`config.mk`:
```
export PLATFORM = sky130hd
export DESIGN_NAME = flush_subsys_top
export DESIGN_NICKNAME = d
export VERILOG_FILES = /design/src/flush_pkg.sv /design/src/acc_store_tracker.sv /design/src/dcache_flush_engine.sv /design/src/flush_ctrl.sv /design/src/flush_subsys_top.sv
export SDC_FILE = /design/constraint.sdc
export NUM_CORES = 1
export LEC_CHECK = 0
export ABC_CLOCK_PERIOD_IN_PS = 3290
export BUFFER_PORTS_ARGS = -buffer_cell sky130_fd_sc_hd__buf_2
export CORE_ASPECT_RATIO = 0.9
export CORE_MARGIN = 2
export CORE_UTILIZATION = 45
export CTS_CLUSTER_SIZE = 12
export DETAILED_ROUTE_END_ITERATION = 8
export GPL_ROUTABILITY_DRIVEN = 0
export PLACE_DENSITY = 0.83
export SLEW_MARGIN = 20
export SYNTH_ARGS = -nofsm -noshare
export SYNTH_HDL_FRONTEND = slang
export SYNTH_SLANG_ARGS = --single-unit
```
`constraint.sdc`:
```
create_clock -name clk_i -period 3.29 [get_ports clk_i]
set_clock_uncertainty 0.05 [all_clocks]
set_input_delay 0.1645 -clock clk_i [delete_from_list [all_inputs] [get_ports clk_i]]
set_output_delay 0.1645 -clock clk_i [all_outputs]
set_load 0.03 [all_outputs]
```
`src/flush_pkg.sv`:
```
// Flush subsystem package
// Shared build constants, vector types, pipeline structs and the cache flush FSM encoding

package flush_pkg;

    // ------------------------------------------------------------------
    // Build constants
    // ------------------------------------------------------------------

    // Data cache policy, write-through builds never need a cache flush on fence
    localparam bit DCACHE_WRITE_BACK = 1'b1;

    // Data cache geometry
    localparam int unsigned LINE_IDX_W = 4;
    localparam int unsigned NUM_LINES  = 1 << LINE_IDX_W;

    // Outstanding accelerator store counter
    localparam int unsigned ACC_CNT_W = 4;

    // ------------------------------------------------------------------
    // Vector types
    // ------------------------------------------------------------------

    typedef logic [31:0]           pc_t;
    typedef logic [LINE_IDX_W-1:0] line_idx_t;
    typedef logic [ACC_CNT_W-1:0]  acc_cnt_t;

    // ------------------------------------------------------------------
    // Structs
    // ------------------------------------------------------------------

    // Branch resolution from the execute stage
    typedef struct packed {
        logic valid;
        pc_t  pc;
        pc_t  target_address;
        logic is_taken;
        logic is_mispredict;
    } bp_resolve_t;

    // Combinational flush strobes toward the pipeline
    typedef struct packed {
        logic set_pc_commit;   // PC gen takes the PC from commit
        logic flush_if;
        logic flush_unissued;  // Scoreboard entries not yet issued
        logic flush_id;
        logic flush_ex;
        logic flush_bp;
        logic flush_icache;
        logic flush_tlb;
    } flush_vec_t;

    // Data cache flush FSM
    typedef enum logic [1:0] {
        DFL_IDLE,
        DFL_SCAN,
        DFL_WB,
        DFL_ACK
    } dfl_state_t;

endpackage

```
`src/acc_store_tracker.sv`:
```
// Accelerator store tracker
// Counts stores issued to the accelerator that have not completed yet

`timescale 1ns/1ps

module acc_store_tracker (
    input  logic clk_i,
    input  logic rst_ni,
    // Store handed to the accelerator
    input  logic issue_i,
    // Accelerator retired a store
    input  logic done_i,
    output logic pending_o
);

    import flush_pkg::*;

    acc_cnt_t cnt_d, cnt_q;

    // Up/down count, simultaneous issue and done cancel out
    always_comb begin
        unique case ({issue_i, done_i})
            2'b10:   cnt_d = cnt_q + acc_cnt_t'(1);
            2'b01:   cnt_d = cnt_q - acc_cnt_t'(1);
            default: cnt_d = cnt_q;
        endcase
    end

    always_ff @(posedge clk_i or negedge rst_ni) begin
        if (!rst_ni) begin
            cnt_q <= '0;
        end else begin
            cnt_q <= cnt_d;
        end
    end

    assign pending_o = (cnt_q != '0);

    // Completion never arrives for a store that was not issued
    no_underflow_a : assert property (
        @(posedge clk_i) disable iff (!rst_ni)
        (done_i && !issue_i) |-> (cnt_q != '0)
    ) else $error("accelerator store count underflow");

    // Issue logic must respect the counter capacity
    no_overflow_a : assert property (
        @(posedge clk_i) disable iff (!rst_ni)
        (issue_i && !done_i) |-> (cnt_q != '1)
    ) else $error("accelerator store count overflow");

endmodule

```
`src/dcache_flush_engine.sv`:
```
// Data cache flush engine
// Tracks dirty lines and writes them back in index order on a flush request

`timescale 1ns/1ps

module dcache_flush_engine (
    input  logic                 clk_i,
    input  logic                 rst_ni,
    // Flush request, level until acknowledged
    input  logic                 flush_i,
    // Store hit marks a line dirty
    input  logic                 mark_dirty_i,
    input  flush_pkg::line_idx_t mark_idx_i,
    input  logic                 wb_ready_i,
    output logic                 flush_ack_o,
    output logic                 wb_valid_o,
    output flush_pkg::line_idx_t wb_idx_o
);

    import flush_pkg::*;

    dfl_state_t             state_d, state_q;
    line_idx_t              idx_d, idx_q;
    logic [NUM_LINES-1:0]   dirty_d, dirty_q;
    logic                   last_line;

    assign last_line = (idx_q == line_idx_t'(NUM_LINES - 1));

    // ------------------------------------------------------------------
    // Write-back channel
    // ------------------------------------------------------------------
    // A dirty line is offered in its first scan cycle, WB only holds a stall
    assign wb_valid_o  = ((state_q == DFL_SCAN) && dirty_q[idx_q]) || (state_q == DFL_WB);
    assign wb_idx_o    = idx_q;
    assign flush_ack_o = (state_q == DFL_ACK);

    // ------------------------------------------------------------------
    // Scan FSM
    // ------------------------------------------------------------------
    always_comb begin
        state_d = state_q;
        idx_d   = idx_q;
        dirty_d = dirty_q;

        unique case (state_q)
            DFL_IDLE: begin
                // Dirty tracking only while no flush runs
                if (mark_dirty_i) begin
                    dirty_d[mark_idx_i] = 1'b1;
                end
                if (flush_i) begin
                    state_d = DFL_SCAN;
                    idx_d   = '0;
                end
            end

            DFL_SCAN: begin
                if (dirty_q[idx_q] && !wb_ready_i) begin
                    // Memory stalls, park on this line
                    state_d = DFL_WB;
                end else begin
                    // Clean line skipped, or dirty line accepted this cycle
                    dirty_d[idx_q] = 1'b0;
                    if (last_line) begin
                        state_d = DFL_ACK;
                    end else begin
                        idx_d = idx_q + line_idx_t'(1);
                    end
                end
            end

            DFL_WB: begin
                if (wb_ready_i) begin
                    dirty_d[idx_q] = 1'b0;
                    if (last_line) begin
                        state_d = DFL_ACK;
                    end else begin
                        state_d = DFL_SCAN;
                        idx_d   = idx_q + line_idx_t'(1);
                    end
                end
            end

            DFL_ACK: begin
                // One-cycle acknowledge, request drops the cycle after
                state_d = DFL_IDLE;
            end

            default: begin
                state_d = DFL_IDLE;
            end
        endcase
    end

    // ------------------------------------------------------------------
    // Registers
    // ------------------------------------------------------------------
    always_ff @(posedge clk_i or negedge rst_ni) begin
        if (!rst_ni) begin
            state_q <= DFL_IDLE;
            idx_q   <= '0;
            dirty_q <= '0;
        end else begin
            state_q <= state_d;
            idx_q   <= idx_d;
            dirty_q <= dirty_d;
        end
    end

    // Offered line must not change under back-pressure
    wb_hold_a : assert property (
        @(posedge clk_i) disable iff (!rst_ni)
        (wb_valid_o && !wb_ready_i) |=> (wb_valid_o && $stable(wb_idx_o))
    ) else $error("write-back index changed while stalled");

endmodule

```
`src/flush_ctrl.sv`:
```
// Flush controller
// Decodes pipeline events into flush strobes, tracks fences and drives the core halt

`timescale 1ns/1ps

module flush_ctrl (
    input  logic                   clk_i,
    input  logic                   rst_ni,
    // Halt request from CSR file (WFI)
    input  logic                   halt_csr_i,
    // Exception return
    input  logic                   eret_i,
    // Exception taken at commit
    input  logic                   ex_valid_i,
    // Debug mode entry
    input  logic                   set_debug_pc_i,
    input  flush_pkg::bp_resolve_t resolved_branch_i,
    // CSR write with side effect
    input  logic                   flush_csr_i,
    input  logic                   fence_i_i,
    input  logic                   fence_i,
    input  logic                   sfence_vma_i,
    // Flush request from commit stage
    input  logic                   flush_commit_i,
    // Data cache flush handshake
    input  logic                   flush_dcache_ack_i,
    // Accelerator still has stores in flight
    input  logic                   acc_store_pending_i,
    output flush_pkg::flush_vec_t  flush_o,
    output logic                   flush_dcache_o,
    output logic                   halt_o
);

    import flush_pkg::*;

    // High from fence until the data cache acknowledges
    logic fence_active_d, fence_active_q;
    // High from fence until the accelerator has drained its stores
    logic wait_acc_store_d, wait_acc_store_q;
    // Next value of the registered cache flush request
    logic flush_dcache_d;

    // ------------------------------------------------------------------
    // Event decoding
    // ------------------------------------------------------------------
    // Later events in this block override earlier ones
    always_comb begin
        fence_active_d   = fence_active_q;
        wait_acc_store_d = wait_acc_store_q;
        flush_dcache_d   = 1'b0;
        flush_o          = '0;

        // Mispredict only kills the front end
        if (resolved_branch_i.valid && resolved_branch_i.is_mispredict) begin
            flush_o.flush_if       = 1'b1;
            flush_o.flush_unissued = 1'b1;
        end

        // Fence behaves like a CSR side effect plus a cache flush
        if (fence_i) begin
            flush_o.set_pc_commit  = 1'b1;
            flush_o.flush_if       = 1'b1;
            flush_o.flush_unissued = 1'b1;
            flush_o.flush_id       = 1'b1;
            flush_o.flush_ex       = 1'b1;
            wait_acc_store_d       = 1'b1;
            if (DCACHE_WRITE_BACK) begin
                flush_dcache_d = 1'b1;
                fence_active_d = 1'b1;
            end
        end

        // fence.i additionally drops the instruction cache
        if (fence_i_i) begin
            flush_o.set_pc_commit  = 1'b1;
            flush_o.flush_if       = 1'b1;
            flush_o.flush_unissued = 1'b1;
            flush_o.flush_id       = 1'b1;
            flush_o.flush_ex       = 1'b1;
            flush_o.flush_icache   = 1'b1;
            wait_acc_store_d       = 1'b1;
            if (DCACHE_WRITE_BACK) begin
                flush_dcache_d = 1'b1;
                fence_active_d = 1'b1;
            end
        end

        // Accelerator has drained, release the wait
        if (wait_acc_store_q && !acc_store_pending_i) begin
            wait_acc_store_d = 1'b0;
        end

        // Hold the cache request until the engine is done
        if (DCACHE_WRITE_BACK) begin
            if (fence_active_q && flush_dcache_ack_i) begin
                fence_active_d = 1'b0;
            end else if (fence_active_q) begin
                flush_dcache_d = 1'b1;
            end
        end

        // TLB shootdown
        if (sfence_vma_i) begin
            flush_o.set_pc_commit  = 1'b1;
            flush_o.flush_if       = 1'b1;
            flush_o.flush_unissued = 1'b1;
            flush_o.flush_id       = 1'b1;
            flush_o.flush_ex       = 1'b1;
            flush_o.flush_tlb      = 1'b1;
        end

        // Restart from commit PC
        if (flush_csr_i || flush_commit_i) begin
            flush_o.set_pc_commit  = 1'b1;
            flush_o.flush_if       = 1'b1;
            flush_o.flush_unissued = 1'b1;
            flush_o.flush_id       = 1'b1;
            flush_o.flush_ex       = 1'b1;
        end

        // Trap, trap return and debug entry redirect through their own PC
        if (ex_valid_i || eret_i || set_debug_pc_i) begin
            flush_o.set_pc_commit  = 1'b0;
            flush_o.flush_if       = 1'b1;
            flush_o.flush_unissued = 1'b1;
            flush_o.flush_id       = 1'b1;
            flush_o.flush_ex       = 1'b1;
            // Stops speculative fetch on stale predictions after a mode change
            flush_o.flush_bp       = 1'b1;
        end
    end

    // ------------------------------------------------------------------
    // Halt
    // ------------------------------------------------------------------
    always_comb begin
        halt_o = halt_csr_i || fence_active_q || wait_acc_store_q;
    end

    // ------------------------------------------------------------------
    // State registers
    // ------------------------------------------------------------------
    always_ff @(posedge clk_i or negedge rst_ni) begin
        if (!rst_ni) begin
            fence_active_q   <= 1'b0;
            wait_acc_store_q <= 1'b0;
            flush_dcache_o   <= 1'b0;
        end else begin
            fence_active_q   <= fence_active_d;
            wait_acc_store_q <= wait_acc_store_d;
            // Registered to keep the cache request off the event paths
            flush_dcache_o   <= flush_dcache_d;
        end
    end

    // Engine only answers a request that this controller raised
    ack_needs_fence_a : assert property (
        @(posedge clk_i) disable iff (!rst_ni)
        flush_dcache_ack_i |-> fence_active_q
    ) else $error("dcache flush ack without active fence");

endmodule

```
`src/flush_subsys_top.sv`:
```
// Flush subsystem top
// Joins the flush controller, the data cache flush engine and the accelerator tracker

`timescale 1ns/1ps

module flush_subsys_top (
    input  logic                   clk_i,
    input  logic                   rst_ni,
    // ------------------------------------------------------------------
    // Pipeline events
    // ------------------------------------------------------------------
    input  logic                   halt_csr_i,
    input  logic                   eret_i,
    input  logic                   ex_valid_i,
    input  logic                   set_debug_pc_i,
    input  flush_pkg::bp_resolve_t resolved_branch_i,
    input  logic                   flush_csr_i,
    input  logic                   fence_i_i,
    input  logic                   fence_i,
    input  logic                   sfence_vma_i,
    input  logic                   flush_commit_i,
    // ------------------------------------------------------------------
    // Data cache side
    // ------------------------------------------------------------------
    input  logic                   mark_dirty_i,
    input  flush_pkg::line_idx_t   mark_idx_i,
    input  logic                   wb_ready_i,
    output logic                   wb_valid_o,
    output flush_pkg::line_idx_t   wb_idx_o,
    // ------------------------------------------------------------------
    // Accelerator side
    // ------------------------------------------------------------------
    input  logic                   acc_issue_i,
    input  logic                   acc_done_i,
    // ------------------------------------------------------------------
    // Core control
    // ------------------------------------------------------------------
    output flush_pkg::flush_vec_t  flush_o,
    output logic                   halt_o
);

    // Controller to engine handshake
    logic dcache_flush_q;
    logic dcache_flush_ack;
    // Tracker to controller
    logic acc_store_pending;

    flush_ctrl i_flush_ctrl (
        .clk_i               (clk_i),
        .rst_ni              (rst_ni),
        .halt_csr_i          (halt_csr_i),
        .eret_i              (eret_i),
        .ex_valid_i          (ex_valid_i),
        .set_debug_pc_i      (set_debug_pc_i),
        .resolved_branch_i   (resolved_branch_i),
        .flush_csr_i         (flush_csr_i),
        .fence_i_i           (fence_i_i),
        .fence_i             (fence_i),
        .sfence_vma_i        (sfence_vma_i),
        .flush_commit_i      (flush_commit_i),
        .flush_dcache_ack_i  (dcache_flush_ack),
        .acc_store_pending_i (acc_store_pending),
        .flush_o             (flush_o),
        .flush_dcache_o      (dcache_flush_q),
        .halt_o              (halt_o)
    );

    dcache_flush_engine i_dcache_flush_engine (
        .clk_i        (clk_i),
        .rst_ni       (rst_ni),
        .flush_i      (dcache_flush_q),
        .mark_dirty_i (mark_dirty_i),
        .mark_idx_i   (mark_idx_i),
        .wb_ready_i   (wb_ready_i),
        .flush_ack_o  (dcache_flush_ack),
        .wb_valid_o   (wb_valid_o),
        .wb_idx_o     (wb_idx_o)
    );

    acc_store_tracker i_acc_store_tracker (
        .clk_i     (clk_i),
        .rst_ni    (rst_ni),
        .issue_i   (acc_issue_i),
        .done_i    (acc_done_i),
        .pending_o (acc_store_pending)
    );

endmodule
```
==> metrics.txt <==
min-delay src fence_i; Min-Delay Path Class input pin to flip-flop; Max Cap Viol 0; Synth async-reset ratio between 90% and 100%; Seq cells post-synth 29; met3 GRT Util 4.355%; worst r2r src i_dcache_flush_engine.wb_idx_o[0]$_DFFE_PN0P_; Clock Power Share approximately 16%; Starting Density around 46%; layer with the highest usage met2; register area share after synthesis 39.22%; io pins 100; setup bufs post-CTS 0; Synth Cell Area between 0.0015 and 0.002 mm^2; clock root buffer clkbuf_8; CTS Buffer Depth 2; Final Hold Fails 0; Pint roughly 1.1 mW; Routed Antenna Nets 0; hold-fix buffers at CTS 1; Post-synth EDFFs 0; critical path arrival between 3 and 4 ns; HPWL after DPL about 3300 um; Worst Setup End Kind flip-flop; number of global-route vias before repair approximately 1600; Sink Count 29; Vias/cell 5.758; Via Count ~1600; outcome complete, no violations; unrepaired setup endpoints after global routing false; final setup margin 0.4229 ns; Post-CTS Resized 0; chip width roughly 72 um; syn_area_per_cell about 9.3 um^2; crit path launch i_dcache_flush_engine.wb_idx_o[0]$_DFFE_PN0P_; Pre-Repair DR Iteration Count 5; NumNets Final 332; Flop pwr share 35.1%; layout cell share with drive strength beyond 1 around 23%; Slew HR around 46%; Crit Path Max Fanout 12; Total Routing Usage GR approximately 20%; library cells used by synthesis between 40 and 50; WL per Instance 15.34 um; sw power ~0.83 mW; Net Count, Synth 297; CP required around 3.4 ns; WS Path Type flip-flop to flip-flop; Die ar. 0.004642 mm^2; critical path launch point type flip-flop; CTS Buf Count 5; Peak VDD IR about 0.35 mV; Synth Warn # 0; fin. max-slew vios 0; drt drc 0; grt met1 use a little over a quarter; largest net degree at the start of global routing 30; pwr/cell area roughly 890 mW/mm^2; Core Region around 0.004 mm^2; Tightest Pin Transition approximately 0.8 ns; Port Buffers 34; row count 22; clk slew on worst S/H paths about 0.060 ns; Synth Instances slightly below 200; GR Layer Usage met2 a little under a third; CTS tree built; Starting DRT DRC Count between 100 and 150; P&R area growth vs syn 15.35%; final worst-path cycle share between 80% and 90%; Die Span Y 64.84 um; ys flop type dfrtp_1; logic gate share of total power slightly below 50%; Tmin final ~2.9 ns; drt total wl around 4300 um; most common cell after layout, fill and taps aside buf_2; initial antenna violation count 0; Setup Viol. Count Final 0; grt ovf 0; setup TNS 0 ns; FMAX about 350 MHz; fill count 390; most frequent cells in the layout buf_2 (34), dfrtp_1 (29), inv_1 (19); H-Tree Level Count 2; switching share of total power about 44%; pre-CTS setup slack approximately 0.48 ns; number of antenna diodes 0; Clock Latency Late Sink between 0.2 and 0.3 ns; first-pass GRT wire length ~7300 um; Leakage Power 0.9737 nW
## registers in the layout, indices dropped and copies added, names as in the netlist
| register | flops |
|---|---|
| i_acc_store_tracker.cnt_q | 4 |
| i_flush_ctrl.fence_active_q | 1 |
| i_flush_ctrl.flush_dcache_o | 1 |
| i_dcache_flush_engine.state_q | 2 |
| i_dcache_flush_engine.wb_idx_o | 4 |
| i_dcache_flush_engine.dirty_q | 16 |
| i_flush_ctrl.wait_acc_store_q | 1 |
## synthesized netlist by cell type, types with 3 or more instances
cell type | number | area (um^2)
or3_1 | 3 | 18.77
o21ai_0 | 9 | 45.04
nor4_1 | 3 | 18.77
a21oi_1 | 13 | 65.06
nand2b_1 | 3 | 18.77
mux2_2 | 4 | 45.04
o2bb2ai_1 | 3 | 26.28
a31oi_1 | 13 | 81.33
nand3_1 | 9 | 45.04
buf_4 | 4 | 30.03
nand2_1 | 14 | 52.55
dfrtp_1 | 29 | 725.7
nor4b_1 | 3 | 26.28
ha_1 | 12 | 150.1
inv_1 | 19 | 71.32
a21o_1 | 4 | 30.03
clkbuf_1 | 3 | 11.26
o22ai_1 | 3 | 18.77
nor3_1 | 4 | 20.02
nor2_1 | 12 | 45.04
## cell families (layout without fill, tap and decap cells)
| logic type | count (synthesis) | count (layout) | synth area share [%] |
|---|---|---|---|
| simple gates | 60 | 60 | 17.04 |
| compound gates | 58 | 58 | 20.83 |
| flops | 29 | 29 | 39.22 |
| fa+ha+maj | 13 | 13 | 9.195 |
| xor+xnor | 4 | 4 | 1.894 |
| mux | 6 | 6 | 4.868 |
| buf+inv | 28 | 63 | 6.964 |
## per-layer routing
metal,wire length (um),up-vias
li1,-,786
met1,1855,768
met2,2103,58
met3,288,6
met4,63,0
met5,0,-
## power groups by stage
stage	combinational, mW	sequential (mW)	clock [mW]
after floorplan	0.713	0.634	0
after global placement	0.896	0.657	0
after detailed placement	0.929	0.668	0
after CTS	0.935	0.662	0.298
after global routing	1.04	0.689	0.313
final	0.937	0.665	0.294
## per-stage QoR
step                      area (um^2)  hold slack (ns)  std cells  util, %  total power [mW]
after global placement           2038           0.1680        273    50.72             1.553
after global routing             2135           0.1204        281    53.11             2.047
final                            2135          0.08959        281    53.11             1.896
after detailed placement         2038           0.1794        273    50.72             1.598
after CTS                        2135          0.08513        281    53.11             1.894
after floorplan                  1851          -0.1811        198        -             1.347
## final timing paths
check	end	slack [ns]	cells past startpoint
hold reg to reg	i_flush_ctrl.wait_acc_store_q$_DFFE_PN0P_	0.42	1
hold / removal	i_flush_ctrl.flush_dcache_o$_DFF_PN0_	0.09	3
setup reg to reg	i_dcache_flush_engine.dirty_q[12]$_DFFE_PN0P_	0.42	6
min in group asynchronous	i_dcache_flush_engine.dirty_q[5]$_DFFE_PN0P_	0.40	2
max in group asynchronous	i_flush_ctrl.wait_acc_store_q$_DFFE_PN0P_	2.36	2
setup / recovery	i_dcache_flush_engine.dirty_q[12]$_DFFE_PN0P_	0.42	6
## area by class of cell
cell class	instances	area [um^2]	share of cell area [%]
Inverter	19	71.32	3.341
Clock buffer	7	86.33	4.045
Multi-Input combinational cell	141	996.0	46.66
Tap cell	48	60.06	2.814
Sequential cell	29	725.7	34.00
Timing Repair Buffer	37	195.2	9.144
## worst max-delay path: stages, from the launching register on
cell and delay, ns:
dfrtp_1 0.65, mux4_2 0.58, o22ai_1 0.24, o22ai_2 0.17, nor4_1 0.73, a31oi_1 0.17, a31oi_1 0.19
Power figures use the tool's default switching activity.
